[src/params_pkg.sv]
package params_pkg;

  // ============================================================
  // Widths
  // ============================================================

  localparam int DATA_WIDTH     = 32; // Register and datapath width.
  localparam int ADDR_WIDTH     = 32; // PC width.
  localparam int REGISTER_WIDTH = 5;
  localparam int OPCODE_WIDTH   = 7;

  // ============================================================
  // Instruction encoding
  // ============================================================

  typedef enum logic [OPCODE_WIDTH-1:0] {
    R         = 7'b0110011,
    IMMEDIATE = 7'b0010011,
    LOAD      = 7'b0000011,
    STORE     = 7'b0100011,
    BRANCH    = 7'b1100011,
    JAL       = 7'b1101111,
    AUIPC     = 7'b0010111
  } opcode_e;

  // R-format layout. Other formats read raw bit positions.
  typedef struct packed {
    logic [6:0]                funct7;
    logic [REGISTER_WIDTH-1:0] rs2;
    logic [REGISTER_WIDTH-1:0] rs1;
    logic [2:0]                funct3;
    logic [REGISTER_WIDTH-1:0] rd;
    opcode_e                   opcode;
  } instruction_t;

  // ============================================================
  // Pipeline bundles
  // ============================================================

  typedef struct packed {
    logic                      valid;
    logic [ADDR_WIDTH-1:0]     pc;
    logic [DATA_WIDTH-1:0]     rs1_data;
    logic [DATA_WIDTH-1:0]     rs2_data;
    logic [DATA_WIDTH-1:0]     imm;      // Sign-extended immediate.
    logic [REGISTER_WIDTH-1:0] rd;
    instruction_t              instr;
  } alu_req_t;

  typedef struct packed {
    logic                      valid;
    logic [REGISTER_WIDTH-1:0] rd;
    logic [DATA_WIDTH-1:0]     rs1_data;
    logic [DATA_WIDTH-1:0]     rs2_data;
  } mul_req_t;

  typedef struct packed {
    logic                      valid;
    logic [REGISTER_WIDTH-1:0] rd;
    logic [DATA_WIDTH-1:0]     data;
  } wb_t;

endpackage : params_pkg

[src/decode_stage.sv]
`timescale 1ns/1ps

module decode_stage (
  input  logic                                  clk_i,
  input  logic                                  rst_i,
  input  logic                                  instr_valid_i,
  input  logic                                  flush_i,
  input  logic                                  mem_stall_i,
  input  params_pkg::instruction_t              instr_i,
  input  logic [params_pkg::ADDR_WIDTH-1:0]     pc_i,
  input  logic [params_pkg::DATA_WIDTH-1:0]     rs1_data_i,
  input  logic [params_pkg::DATA_WIDTH-1:0]     rs2_data_i,
  input  logic                                  ex2_valid_i,
  input  logic                                  ex3_valid_i,
  input  logic                                  ex4_valid_i,
  input  logic [params_pkg::REGISTER_WIDTH-1:0] ex2_wr_reg_i,
  input  logic [params_pkg::REGISTER_WIDTH-1:0] ex3_wr_reg_i,
  input  logic [params_pkg::REGISTER_WIDTH-1:0] ex4_wr_reg_i,
  input  params_pkg::wb_t                       wb_i,
  output logic                                  stall_o,
  output logic [params_pkg::REGISTER_WIDTH-1:0] rs1_o,
  output logic [params_pkg::REGISTER_WIDTH-1:0] rs2_o,
  output params_pkg::alu_req_t                  alu_req_o,
  output params_pkg::mul_req_t                  mul_req_o
);

  localparam int RW = params_pkg::REGISTER_WIDTH;

  logic [params_pkg::DATA_WIDTH-1:0] imm;
  logic [params_pkg::DATA_WIDTH-1:0] rs1_val;
  logic [params_pkg::DATA_WIDTH-1:0] rs2_val;
  logic                              is_mul;
  logic                              writes_alu;
  logic                              reads_operands;
  logic                              raw_hazard;
  logic                              waw_hazard;
  logic                              wb_collision;
  logic                              issue;
  logic [4:0]                        stage_valid;
  logic [4:0][RW-1:0]                stage_rd;
  params_pkg::alu_req_t              alu_req_d;
  params_pkg::mul_req_t              mul_req_d;

  function automatic logic reg_hit(input logic          valid,
                                   input logic [RW-1:0] stage_reg,
                                   input logic [RW-1:0] src);
    return valid && (src != '0) && (src == stage_reg);
  endfunction

  // ============================================================
  // Decode
  // ============================================================

  assign is_mul = (instr_i.opcode == params_pkg::R) && (instr_i.funct3 == 3'b000) &&
                  (instr_i.funct7 == 7'b0000001);
  assign writes_alu = ((instr_i.opcode == params_pkg::R) && !is_mul) ||
                      (instr_i.opcode == params_pkg::IMMEDIATE) ||
                      (instr_i.opcode == params_pkg::JAL) ||
                      (instr_i.opcode == params_pkg::AUIPC);
  assign reads_operands = (instr_i.opcode != params_pkg::JAL) &&
                          (instr_i.opcode != params_pkg::AUIPC);

  always_comb begin : immediate
    case (instr_i.opcode)
      params_pkg::LOAD,
      params_pkg::IMMEDIATE : imm = {{20{instr_i[31]}}, instr_i[31:20]};
      params_pkg::STORE     : imm = {{20{instr_i[31]}}, instr_i[31:25], instr_i[11:7]};
      params_pkg::BRANCH    : imm = {{20{instr_i[31]}}, instr_i[7], instr_i[30:25],
                                     instr_i[11:8], 1'b0};
      params_pkg::JAL       : imm = {{12{instr_i[31]}}, instr_i[19:12], instr_i[20],
                                     instr_i[30:21], 1'b0};
      params_pkg::AUIPC     : imm = {instr_i[31:12], 12'b0};
      default               : imm = '0;
    endcase
  end

  assign rs1_o = instr_i.rs1;
  assign rs2_o = instr_i.rs2;

  // Writeback value not yet in the register file.
  assign rs1_val = reg_hit(wb_i.valid, wb_i.rd, instr_i.rs1) ? wb_i.data : rs1_data_i;
  assign rs2_val = reg_hit(wb_i.valid, wb_i.rd, instr_i.rs2) ? wb_i.data : rs2_data_i;

  // ============================================================
  // Hazards
  // ============================================================

  // Index 0 is the ALU stage, 1 to 4 are ex1 to ex4.
  assign stage_valid = {ex4_valid_i, ex3_valid_i, ex2_valid_i, mul_req_o.valid, alu_req_o.valid};
  assign stage_rd    = {ex4_wr_reg_i, ex3_wr_reg_i, ex2_wr_reg_i, mul_req_o.rd, alu_req_o.rd};

  always_comb begin : hazards
    raw_hazard = 1'b0;
    waw_hazard = 1'b0;
    for (int i = 0; i < 5; i++) begin
      raw_hazard |= reg_hit(stage_valid[i], stage_rd[i], instr_i.rs1) |
                    reg_hit(stage_valid[i], stage_rd[i], instr_i.rs2);
      if (i > 0) begin
        waw_hazard |= reg_hit(stage_valid[i], stage_rd[i], instr_i.rd);
      end
    end
    raw_hazard &= reads_operands;
  end

  assign wb_collision = writes_alu & ex3_valid_i; // Would meet ex4 in writeback.

  assign stall_o = instr_valid_i &
                   (mem_stall_i | (~flush_i & (raw_hazard | waw_hazard | wb_collision)));
  assign issue   = instr_valid_i & ~flush_i & ~stall_o;

  // ============================================================
  // Issue registers
  // ============================================================

  assign alu_req_d = '{valid: issue & ~is_mul, pc: pc_i, rs1_data: rs1_val,
                       rs2_data: rs2_val, imm: imm, rd: instr_i.rd, instr: instr_i};
  assign mul_req_d = '{valid: issue & is_mul, rd: instr_i.rd,
                       rs1_data: rs1_val, rs2_data: rs2_val};

  always_ff @(posedge clk_i) begin : issue_regs
    alu_req_o <= alu_req_d;
    mul_req_o <= mul_req_d; // Ex1 stage.
    if (!rst_i) begin
      alu_req_o.valid <= 1'b0;
      mul_req_o.valid <= 1'b0;
    end
  end

endmodule : decode_stage

[src/reg_file.sv]
`timescale 1ns/1ps

module reg_file (
  input  logic                                  clk_i,
  input  logic                                  rst_i,
  input  logic [params_pkg::REGISTER_WIDTH-1:0] rs1_i,
  input  logic [params_pkg::REGISTER_WIDTH-1:0] rs2_i,
  input  params_pkg::wb_t                       wb_i,
  output logic [params_pkg::DATA_WIDTH-1:0]     rs1_data_o,
  output logic [params_pkg::DATA_WIDTH-1:0]     rs2_data_o
);

  localparam int NUM_REGS = 2 ** params_pkg::REGISTER_WIDTH;

  logic [params_pkg::DATA_WIDTH-1:0] regs [NUM_REGS];

  // ============================================================
  // Write port
  // ============================================================

  always_ff @(posedge clk_i) begin : write_port
    if (!rst_i) begin
      for (int i = 0; i < NUM_REGS; i++) begin
        regs[i] <= '0;
      end
    end else if (wb_i.valid && (wb_i.rd != '0)) begin
      regs[wb_i.rd] <= wb_i.data;
    end
  end

  // ============================================================
  // Read ports
  // ============================================================

  assign rs1_data_o = (rs1_i == '0) ? '0 : regs[rs1_i]; // x0 reads zero.
  assign rs2_data_o = (rs2_i == '0) ? '0 : regs[rs2_i];

endmodule : reg_file

[src/alu_unit.sv]
`timescale 1ns/1ps

module alu_unit (
  input  params_pkg::alu_req_t alu_req_i,
  output params_pkg::wb_t      result_o
);

  localparam int DW = params_pkg::DATA_WIDTH;

  logic [DW-1:0] op_a;
  logic [DW-1:0] op_b;
  logic [DW-1:0] sra_val;
  logic [DW-1:0] alu_out;
  logic [DW-1:0] result;
  logic [4:0]    shamt;
  logic          is_r;
  logic          alt;
  logic          writes_reg;

  assign is_r    = alu_req_i.instr.opcode == params_pkg::R;
  assign alt     = alu_req_i.instr.funct7[5]; // SUB and SRA select.
  assign op_a    = alu_req_i.rs1_data;
  assign op_b    = is_r ? alu_req_i.rs2_data : alu_req_i.imm;
  assign shamt   = op_b[4:0];
  assign sra_val = $signed(op_a) >>> shamt;

  // ============================================================
  // Operations
  // ============================================================

  always_comb begin : compute
    case (alu_req_i.instr.funct3)
      3'b000 : begin
        if (is_r && alt) begin
          alu_out = op_a - op_b;
        end else begin
          alu_out = op_a + op_b;
        end
      end
      3'b001 : alu_out = op_a << shamt;
      3'b010 : alu_out = {{(DW-1){1'b0}}, $signed(op_a) < $signed(op_b)};
      3'b011 : alu_out = {{(DW-1){1'b0}}, op_a < op_b};
      3'b100 : alu_out = op_a ^ op_b;
      3'b101 : begin
        if (alt) begin
          alu_out = sra_val;
        end else begin
          alu_out = op_a >> shamt;
        end
      end
      3'b110 : alu_out = op_a | op_b;
      default: alu_out = op_a & op_b;
    endcase
  end

  always_comb begin : select
    case (alu_req_i.instr.opcode)
      params_pkg::JAL   : result = alu_req_i.pc + 32'd4; // Link address.
      params_pkg::AUIPC : result = alu_req_i.pc + alu_req_i.imm;
      default           : result = alu_out;
    endcase
  end

  // LOAD, STORE and BRANCH leave no register result here.
  assign writes_reg = is_r ||
                      (alu_req_i.instr.opcode == params_pkg::IMMEDIATE) ||
                      (alu_req_i.instr.opcode == params_pkg::JAL) ||
                      (alu_req_i.instr.opcode == params_pkg::AUIPC);

  assign result_o = '{valid: alu_req_i.valid & writes_reg, rd: alu_req_i.rd, data: result};

endmodule : alu_unit

[src/mul_pipe.sv]
`timescale 1ns/1ps

module mul_pipe (
  input  logic                                  clk_i,
  input  logic                                  rst_i,
  input  params_pkg::mul_req_t                  mul_req_i,
  output logic                                  ex2_valid_o,
  output logic                                  ex3_valid_o,
  output logic                                  ex4_valid_o,
  output logic [params_pkg::REGISTER_WIDTH-1:0] ex2_wr_reg_o,
  output logic [params_pkg::REGISTER_WIDTH-1:0] ex3_wr_reg_o,
  output logic [params_pkg::REGISTER_WIDTH-1:0] ex4_wr_reg_o,
  output params_pkg::wb_t                       result_o
);

  logic [params_pkg::DATA_WIDTH-1:0] product;
  params_pkg::wb_t                   ex2_q;
  params_pkg::wb_t                   ex3_q;
  params_pkg::wb_t                   ex4_q;

  assign product = mul_req_i.rs1_data * mul_req_i.rs2_data; // Low half only.

  // ============================================================
  // Stages ex2 to ex4
  // ============================================================

  always_ff @(posedge clk_i) begin : stages
    ex2_q <= '{valid: mul_req_i.valid, rd: mul_req_i.rd, data: product};
    ex3_q <= ex2_q;
    ex4_q <= ex3_q;
    if (!rst_i) begin
      ex2_q.valid <= 1'b0;
      ex3_q.valid <= 1'b0;
      ex4_q.valid <= 1'b0;
    end
  end

  assign ex2_valid_o  = ex2_q.valid;
  assign ex3_valid_o  = ex3_q.valid;
  assign ex4_valid_o  = ex4_q.valid;
  assign ex2_wr_reg_o = ex2_q.rd;
  assign ex3_wr_reg_o = ex3_q.rd;
  assign ex4_wr_reg_o = ex4_q.rd;

  assign result_o = ex4_q; // Goes to writeback next edge.

endmodule : mul_pipe

[src/writeback_unit.sv]
`timescale 1ns/1ps

module writeback_unit (
  input  logic            clk_i,
  input  logic            rst_i,
  input  params_pkg::wb_t alu_result_i,
  input  params_pkg::wb_t mul_result_i,
  output params_pkg::wb_t wb_o
);

  params_pkg::wb_t wb_d;

  // ============================================================
  // Result select
  // ============================================================

  // Decode never lets both be valid in the same cycle.
  always_comb begin : select
    if (alu_result_i.valid) begin
      wb_d = alu_result_i;
    end else begin
      wb_d = mul_result_i;
    end
    if (wb_d.rd == '0) begin
      wb_d.valid = 1'b0; // Writes to x0 are dropped.
    end
  end

  // ============================================================
  // Writeback stage
  // ============================================================

  always_ff @(posedge clk_i) begin : wb_stage
    wb_o <= wb_d;
    if (!rst_i) begin
      wb_o.valid <= 1'b0;
    end
  end

endmodule : writeback_unit

[src/core_top.sv]
`timescale 1ns/1ps

module core_top (
  input  logic                              clk_i,
  input  logic                              rst_i,
  input  logic                              instr_valid_i,
  input  logic                              flush_i,
  input  logic                              mem_stall_i,
  input  params_pkg::instruction_t          instr_i,
  input  logic [params_pkg::ADDR_WIDTH-1:0] pc_i,
  output logic                              stall_o,
  output params_pkg::wb_t                   retire_o
);

  logic [params_pkg::REGISTER_WIDTH-1:0] rs1;
  logic [params_pkg::REGISTER_WIDTH-1:0] rs2;
  logic [params_pkg::DATA_WIDTH-1:0]     rs1_data;
  logic [params_pkg::DATA_WIDTH-1:0]     rs2_data;
  logic                                  ex2_valid;
  logic                                  ex3_valid;
  logic                                  ex4_valid;
  logic [params_pkg::REGISTER_WIDTH-1:0] ex2_wr_reg;
  logic [params_pkg::REGISTER_WIDTH-1:0] ex3_wr_reg;
  logic [params_pkg::REGISTER_WIDTH-1:0] ex4_wr_reg;
  params_pkg::alu_req_t                  alu_req;
  params_pkg::mul_req_t                  mul_req;
  params_pkg::wb_t                       alu_result;
  params_pkg::wb_t                       mul_result;

  // ============================================================
  // Input side
  // ============================================================

  decode_stage i_decode_stage (
    .clk_i, .rst_i, .instr_valid_i, .flush_i, .mem_stall_i, .instr_i, .pc_i,
    .rs1_data_i(rs1_data), .rs2_data_i(rs2_data),
    .ex2_valid_i(ex2_valid), .ex3_valid_i(ex3_valid), .ex4_valid_i(ex4_valid),
    .ex2_wr_reg_i(ex2_wr_reg), .ex3_wr_reg_i(ex3_wr_reg), .ex4_wr_reg_i(ex4_wr_reg),
    .wb_i(retire_o), .stall_o, .rs1_o(rs1), .rs2_o(rs2),
    .alu_req_o(alu_req), .mul_req_o(mul_req)
  );

  reg_file i_reg_file (
    .clk_i, .rst_i, .rs1_i(rs1), .rs2_i(rs2), .wb_i(retire_o),
    .rs1_data_o(rs1_data), .rs2_data_o(rs2_data)
  );

  // ============================================================
  // Processing and writeback
  // ============================================================

  alu_unit i_alu_unit (.alu_req_i(alu_req), .result_o(alu_result));

  mul_pipe i_mul_pipe (
    .clk_i, .rst_i, .mul_req_i(mul_req),
    .ex2_valid_o(ex2_valid), .ex3_valid_o(ex3_valid), .ex4_valid_o(ex4_valid),
    .ex2_wr_reg_o(ex2_wr_reg), .ex3_wr_reg_o(ex3_wr_reg), .ex4_wr_reg_o(ex4_wr_reg),
    .result_o(mul_result)
  );

  writeback_unit i_writeback_unit (
    .clk_i, .rst_i, .alu_result_i(alu_result), .mul_result_i(mul_result), .wb_o(retire_o)
  );

endmodule : core_top

[config.mk]
export PLATFORM = sky130hd
export DESIGN_NAME = core_top
export DESIGN_NICKNAME = d
export VERILOG_FILES = /design/src/params_pkg.sv /design/src/decode_stage.sv /design/src/reg_file.sv /design/src/alu_unit.sv /design/src/mul_pipe.sv /design/src/writeback_unit.sv /design/src/core_top.sv
export SDC_FILE = /design/constraint.sdc
export NUM_CORES = 2
export LEC_CHECK = 0
export ABC_CLOCK_PERIOD_IN_PS = 7900
export BUFFER_PORTS_ARGS = -buffer_cell sky130_fd_sc_hd__buf_2
export CAP_MARGIN = 30
export CORE_AREA = 3 3 427 429
export CTS_CLUSTER_DIAMETER = 30
export DETAILED_ROUTE_END_ITERATION = 8
export DIE_AREA = 0 0 430 432
export MAX_ROUTING_LAYER = met4
export PLACE_DENSITY = 0.75
export SKIP_CTS_REPAIR_TIMING = 1
export SLEW_MARGIN = 20
export SYNTH_ARGS = -nofsm -noshare
export SYNTH_HDL_FRONTEND = slang
export SYNTH_SLANG_ARGS = --single-unit
[constraint.sdc]
create_clock -name clk_i -period 7.9 [get_ports clk_i]
set_input_delay 0.79 -clock clk_i [delete_from_list [all_inputs] [get_ports clk_i]]
set_output_delay 0.79 -clock clk_i [all_outputs]
set_load 0.02 [all_outputs]
== Yosys cells after proc, flatten, opt, wreduce, memory -nomap -nowiden ==
Memory sizes are Yosys's and may differ from the RTL's.
Cells that the tools add are included.
Widths: inputs -> output; s select.
Operators by class
  add/sub/neg operators: 4
  multipliers: 1
  $lt $le $gt $ge: 2
  eq/ne operators: 34
  shift-type cells: 3
  multiplexer cells: 18
  bitwise operators: 31
  reduce and logical (&&, ||, !) cells: 57
Operators by type and width (number)
  $mux 32: 8
  $pmux 32 s7: 1
  $pmux 32 s5: 1
  $eq 5x5->1: 14
  $add 32x32->32: 2
  $lt 32x32->1: 2
  $pmux 32 s2: 1
  $logic_and 1x1->1: 38
  $mux 38: 1
  $add 32x3->32 const B: 1
  $and 32x32->32: 1
  $mul 32x32->32: 1
  $or 32x32->32: 1
  $reduce_or 32->1: 1
  $shl 32x5->32: 1
  $shr 32x5->32: 1
  $sshr 32x5->32: 1
  $sub 32x32->32: 1
  $xor 32x32->32: 1
  $eq 7x5->1 const B: 4
  $eq 7x6->1 const B: 3
  $eq 7x7->1 const B: 3
  $reduce_bool 5->1: 4
  $logic_not 5->1: 3
  other kinds (16): 55
Storage, ports and cells
  register bits: 303
  RAM bits: 1024
  bits of input ports: 69
  output and inout bits: 39
  word-level logic and storage cells: 173
  memories kept: 1
Memories
  i_reg_file.regs: words 32, bits a word 32, read ports 2, clocked after memory_dff 0, wr ports 32, line reg_file.sv:15  | logic [params_pkg::DATA_WIDTH-1:0] regs [NUM_REGS];

== Depth between registers and ports, before layout ==
  depth after elaboration: 17
  mapped depth: 27
  depth with buffers taken out: 25

== Cells and area by module ==
From an unflattened synthesis, not the netlist that was laid out.
Second synthesis, totals
  cell total of the unflattened synthesis: 7990
  area, all modules: 92314.8 µm²
Modules (own cells, without submodules)
  reg_file: instances 1, cells each 3509, area an instance 54204.5 µm², seq. area each 30749.5 µm²
  mul_pipe: instances 1, cells each 1853, area an instance 18153.7 µm², seq. area each 2282.2 µm²
  alu_unit: instances 1, cells each 2017, area an instance 12478.2 µm², seq. area each 0.0 µm²
  decode_stage: instances 1, cells each 527, area an instance 6078.3 µm², seq. area each 3243.1 µm²
  writeback_unit: instances 1, cells each 84, area an instance 1400.1 µm², seq. area each 760.7 µm²

== Worst setup path before layout ==
Ideal clock, no wire load.
  path type: reg-to-reg
  start: reg, netlist name i_decode_stage.alu_req_o[113]
  end: reg i_mul_pipe.ex2_q[30] (netlist bit)
  library setup time: 72 ps
  data arrival time: 6729 ps
  data required time: 7828 ps
  path slack: 1099 ps
  stages on the path, launching flop included: 25
  path buffers: 2
  period minus slack after synthesis: 6801 ps
  cells stage by stage: dfxtp_1 clkbuf_1 clkbuf_1 and2_1 fa_1 fa_1 fa_1 inv_1 fa_1 inv_1 fa_1 inv_1 fa_1 inv_1 fa_1 fa_1 ha_1 a21oi_1 o21bai_1 a21o_1 a21oi_1 a31oi_1 a41o_1 o41ai_1 xnor2_1
RTL lines
  end signal: assignment: line mul_pipe.sv:28  | ex2_q <= '{valid: mul_req_i.valid, rd: mul_req_i.rd, data: product};
  end: declaration: line mul_pipe.sv:17  | params_pkg::wb_t ex2_q;

==> results.py <==
metrics = {
    "routing": {
        "via_count": 66700,
        "viasPerCell": 6.50,
        "drt-initial-drc-count": 9320,
        "wirelength_mm": 330,
        "drc": 0,
        "wl_per_cell_um": 32.2,
        "ant_nets": 0,
        "first_pass_iters": 6,
    },
    "worst_setup_path": {
        "worstPathMaxFanout": 15,
        "end_kind": "register",
        "required_ns": 8.66,
        "path_buf_inv": 4,
        "critical_path.top_delay_family": "adder cells",
        "arrival_ns": 8.05,
        "crit_path_frequent_cell": "fa_1",
        "worstPathCellList": "buf_4 > and2_1 > fa_1 > fa_1 > fa_1 > inv_1 > fa_1 > inv_1 > fa_1 > fa_1 > fa_1 > fa_1 > ha_1 > a21o_1 > a21oi_1 > nor2_1 > a31oi_1 > o311ai_1 > buf_4 > nand2_1 > o2111ai_1 > a21oi_1 > xnor2_1",
        "start_kind": "register",
        "critPathKind": "reg -> reg",
        "cp_slowest_cell": "fa_1",
        "slowest_delay_ns": 0.60,
    },
    "logic_synthesis": {
        "synthCells": 7534,
        "async_reset_ff_share_pct": 0,
        "synth_top_area_share_pct": 34.4,
        "synth_seq_area_share_pct": 41.1,
        "yosysMostFrequentCell": "and2_1",
        "avgSynthCellArea_um2": 11.9,
        "synth.area.top_cells": "edfxtp_1 (34%), mux4_2 (15%), and2_1 (9.2%), fa_1 (9.2%), dfxtp_1 (6.7%)",
        "synth-edff-count": 1024,
        "ys_ff_latch": 1322,
        "synthTopCellsByCount": "and2_1 (1,318), edfxtp_1 (1,024), mux4_2 (587), inv_1 (511), nand2_1 (510)",
        "synthDistinctLibCells": 100,
        "synthFlopType": "edfxtp_1",
        "yosys_warnings": 0,
        "syn_area_mm2": 0.0893,
        "synth_top_area_cell": "edfxtp_1",
    },
    "clocking": {
        "clockBufferDepth": 4,
        "cts_buffers": 308,
        "cts-root-buf": "clkbuf_16",
        "tritoncts": "yes",
        "clock_sinks": 1322,
        "clkTransAtPathRegs_ns": 0.05,
        "insertion_delay_ns": 0.94,
        "htreeDepth": 5,
    },
    "grt": {
        "grt_max_degree": 127,
        "grt_pass1_wl_mm": 477,
        "grt_antenna_before_repair": 34,
        "grt_usage_pct": 36.5,
        "grt_pass1_vias": 68400,
        "gr-total-overflow": 0,
    },
    "place": {
        "place_congestion": 1.05,
        "hpwl_mm": 222,
        "placed_cell_area_mm2": 0.0932,
        "port_buffers": 107,
        "place_ws_ns": 0.692,
    },
    "power": {
        "vdd_drop_max_v": 0.00247,
        "p_seq_share_pct": 18.5,
        "leakagePower_uw": 0.0410,
        "p_comb_share_pct": 57.0,
        "power.internal_uw": 27900,
        "clkPwrFrac_pct": 24.5,
        "swShare_pct": 42.9,
        "netSwitchingPower_uw": 20900,
        "p_per_area_mw_per_mm2": 473,
    },
    "die": {
        "row_count": 155,
        "die_w_um": 430,
        "core_mm2": 0.179,
        "initial_utilization_pct": 50.0,
        "boundaryPins": 108,
        "dieArea_mm2": 0.186,
        "die_h_um": 432,
    },
    "timing": {
        "skew_ns": 0.109,
        "hold_slack_ns": 0.0154,
        "relSlewSlack_pct": 19.3,
        "fmax_ghz": 0.137,
        "period_share_pct": 92.2,
        "rsz0062_at_grt": "false",
        "setup_ws_ns": 0.616,
        "tns_ns": 0,
        "hold_viol_final": 0,
        "period_minus_slack_ns": 7.28,
        "worst_pin_slew_ns": 1.21,
        "slew_viol_final": 0,
        "finalSetupViolCount": 0,
    },
    "cells_and_area": {
        "regArea_mm2": 0.0367,
        "final_area_mm2": 0.103,
        "layout-drive-gt1-share_pct": 19.9,
        "multi_input_area_mm2": 0.0489,
        "area_growth_pct": 15.4,
        "finalNetCount": 8377,
        "filler_cell_count": 13800,
    },
    "min_path": {
        "hp-class": "in -> reg",
    },
    "status": {
        "status": "finished clean",
    },
    "flow_run": {
        "cap_viol_max_count": 0,
    },
}
[state kept, by name, indices dropped and copies added, names as in the netlist]
name / count
i_mul_pipe.ex2_q: 32
i_mul_pipe.result_o: 32
i_mul_pipe.ex3_q: 32
i_mul_pipe.ex2_valid_o: 1
i_mul_pipe.ex2_wr_reg_o: 5
i_mul_pipe.ex3_valid_o: 1
i_mul_pipe.ex4_valid_o: 1
i_decode_stage.alu_req_o: 145
i_decode_stage.mul_req_o: 1
i_mul_pipe.ex3_wr_reg_o: 5
i_mul_pipe.ex4_wr_reg_o: 5
i_writeback_unit.wb_o: 38
i_reg_file.regs: 1024
[worst paths after layout]
| kind | start | endpoint | slack (ns) | cells after the start |
|---|---|---|---|---|
| worst max-delay path | i_decode_stage.alu_req_o[75] | i_mul_pipe.ex2_q[31] | 0.62 | 23 |
| worst min register to register | i_mul_pipe.ex2_q[1] | i_mul_pipe.ex3_q[1] | 0.31 | 0 |
| worst min-delay path | pc_i[8] | i_decode_stage.alu_req_o[141] | 0.02 | 1 |
| worst max register to register | i_decode_stage.alu_req_o[75] | i_mul_pipe.ex2_q[31] | 0.62 | 23 |
[cells by family after synthesis]
logic type	share of synthesized area (%)
buf+inv	4.89
other cells	0.00420
simple gates	14.8
mux	17.4
fa+ha+maj	12.7
compound gates	6.75
xor+xnor	2.32
flops	41.1
[worst reg2reg max path, cell delays in order, from the launching register on]
cell       delay (ns)
dfxtp_1          0.59
buf_4            0.32
and2_1           0.20
fa_1             0.47
fa_1             0.52
fa_1             0.52
inv_1            0.05
fa_1             0.49
inv_1            0.06
fa_1             0.48
fa_1             0.60
fa_1             0.44
fa_1             0.46
ha_1             0.37
a21o_1           0.18
a21oi_1          0.18
nor2_1           0.06
a31oi_1          0.19
o311ai_1         0.13
buf_4            0.18
nand2_1          0.10
o2111ai_1        0.17
a21oi_1          0.28
xnor2_1          0.15
[cell usage in the layout (no fill, tap or decap), types with 31 or more instances in the layout]
| cell | n |
|---|---|
| mux4_2 | 587 |
| edfxtp_1 | 1024 |
| dfxtp_1 | 296 |
| o21ai_0 | 222 |
| nor2_1 | 214 |
| xor2_1 | 75 |
| clkinv_2 | 39 |
| a211oi_1 | 34 |
| buf_2 | 106 |
| clkbuf_16 | 315 |
| ha_1 | 252 |
| o211ai_1 | 32 |
| clkinv_1 | 43 |
| clkbuf_1 | 43 |
| nand3_1 | 113 |
| nand2_1 | 510 |
| buf_4 | 252 |
| a21o_1 | 53 |
| conb_1 | 32 |
| a221oi_1 | 37 |
| a21oi_1 | 198 |
| o221ai_1 | 42 |
| a22oi_1 | 53 |
| nand2b_1 | 54 |
| and2_1 | 1318 |
| inv_1 | 510 |
| o21ai_4 | 31 |
| xnor2_1 | 162 |
| nor3_1 | 58 |
| a31oi_1 | 36 |
| fa_1 | 411 |
| mux2i_1 | 192 |
[stage by stage]
stage | util [%] | total power (µW) | cells
final | 57.7 | 48800 | 10300
after global routing | 57.7 | 51700 | 10200
after CTS | 57.6 | 48500 | 10200
after detailed placement | 52.2 | 36500 | 9673
after global placement | 52.1 | 36000 | 9664
after floorplan | - | 28400 | 7565
[power groups by stage]
stage          combinational (µW)  sequential (µW)  clock [µW]
2_1_floorplan               19400             8970           0
3_3_place_gp                26800             9120           0
3_5_place_dp                27400             9130           0
4_1_cts                     27500             9030       12000
5_1_grt                     30300             9070       12300
6_report                    27800             9040       11900
[layer usage]
| layer | global-route usage (%) | share of wire, % | vias up |
|---|---|---|---|
| li1 | - | - | 27100 |
| met4 | 21.1 | 6.8 | 0 |
| met3 | 9.93 | 12 | 1281 |
| met2 | 55.2 | 46 | 4891 |
| met1 | 44.1 | 36 | 33400 |
| met5 | - | 0 | - |
[final cells by class]
class | instances | area share, %
multi-input cells | 5108 | 47.4
diodes | 30 | 0.0728
well taps | 2355 | 2.86
repair buffers | 385 | 2.76
clock inverters | 167 | 1.51
inverters | 520 | 1.90
flip-flops and latches | 1322 | 35.6
clock buffers | 363 | 7.87
Power figures use the tool's default switching activity.
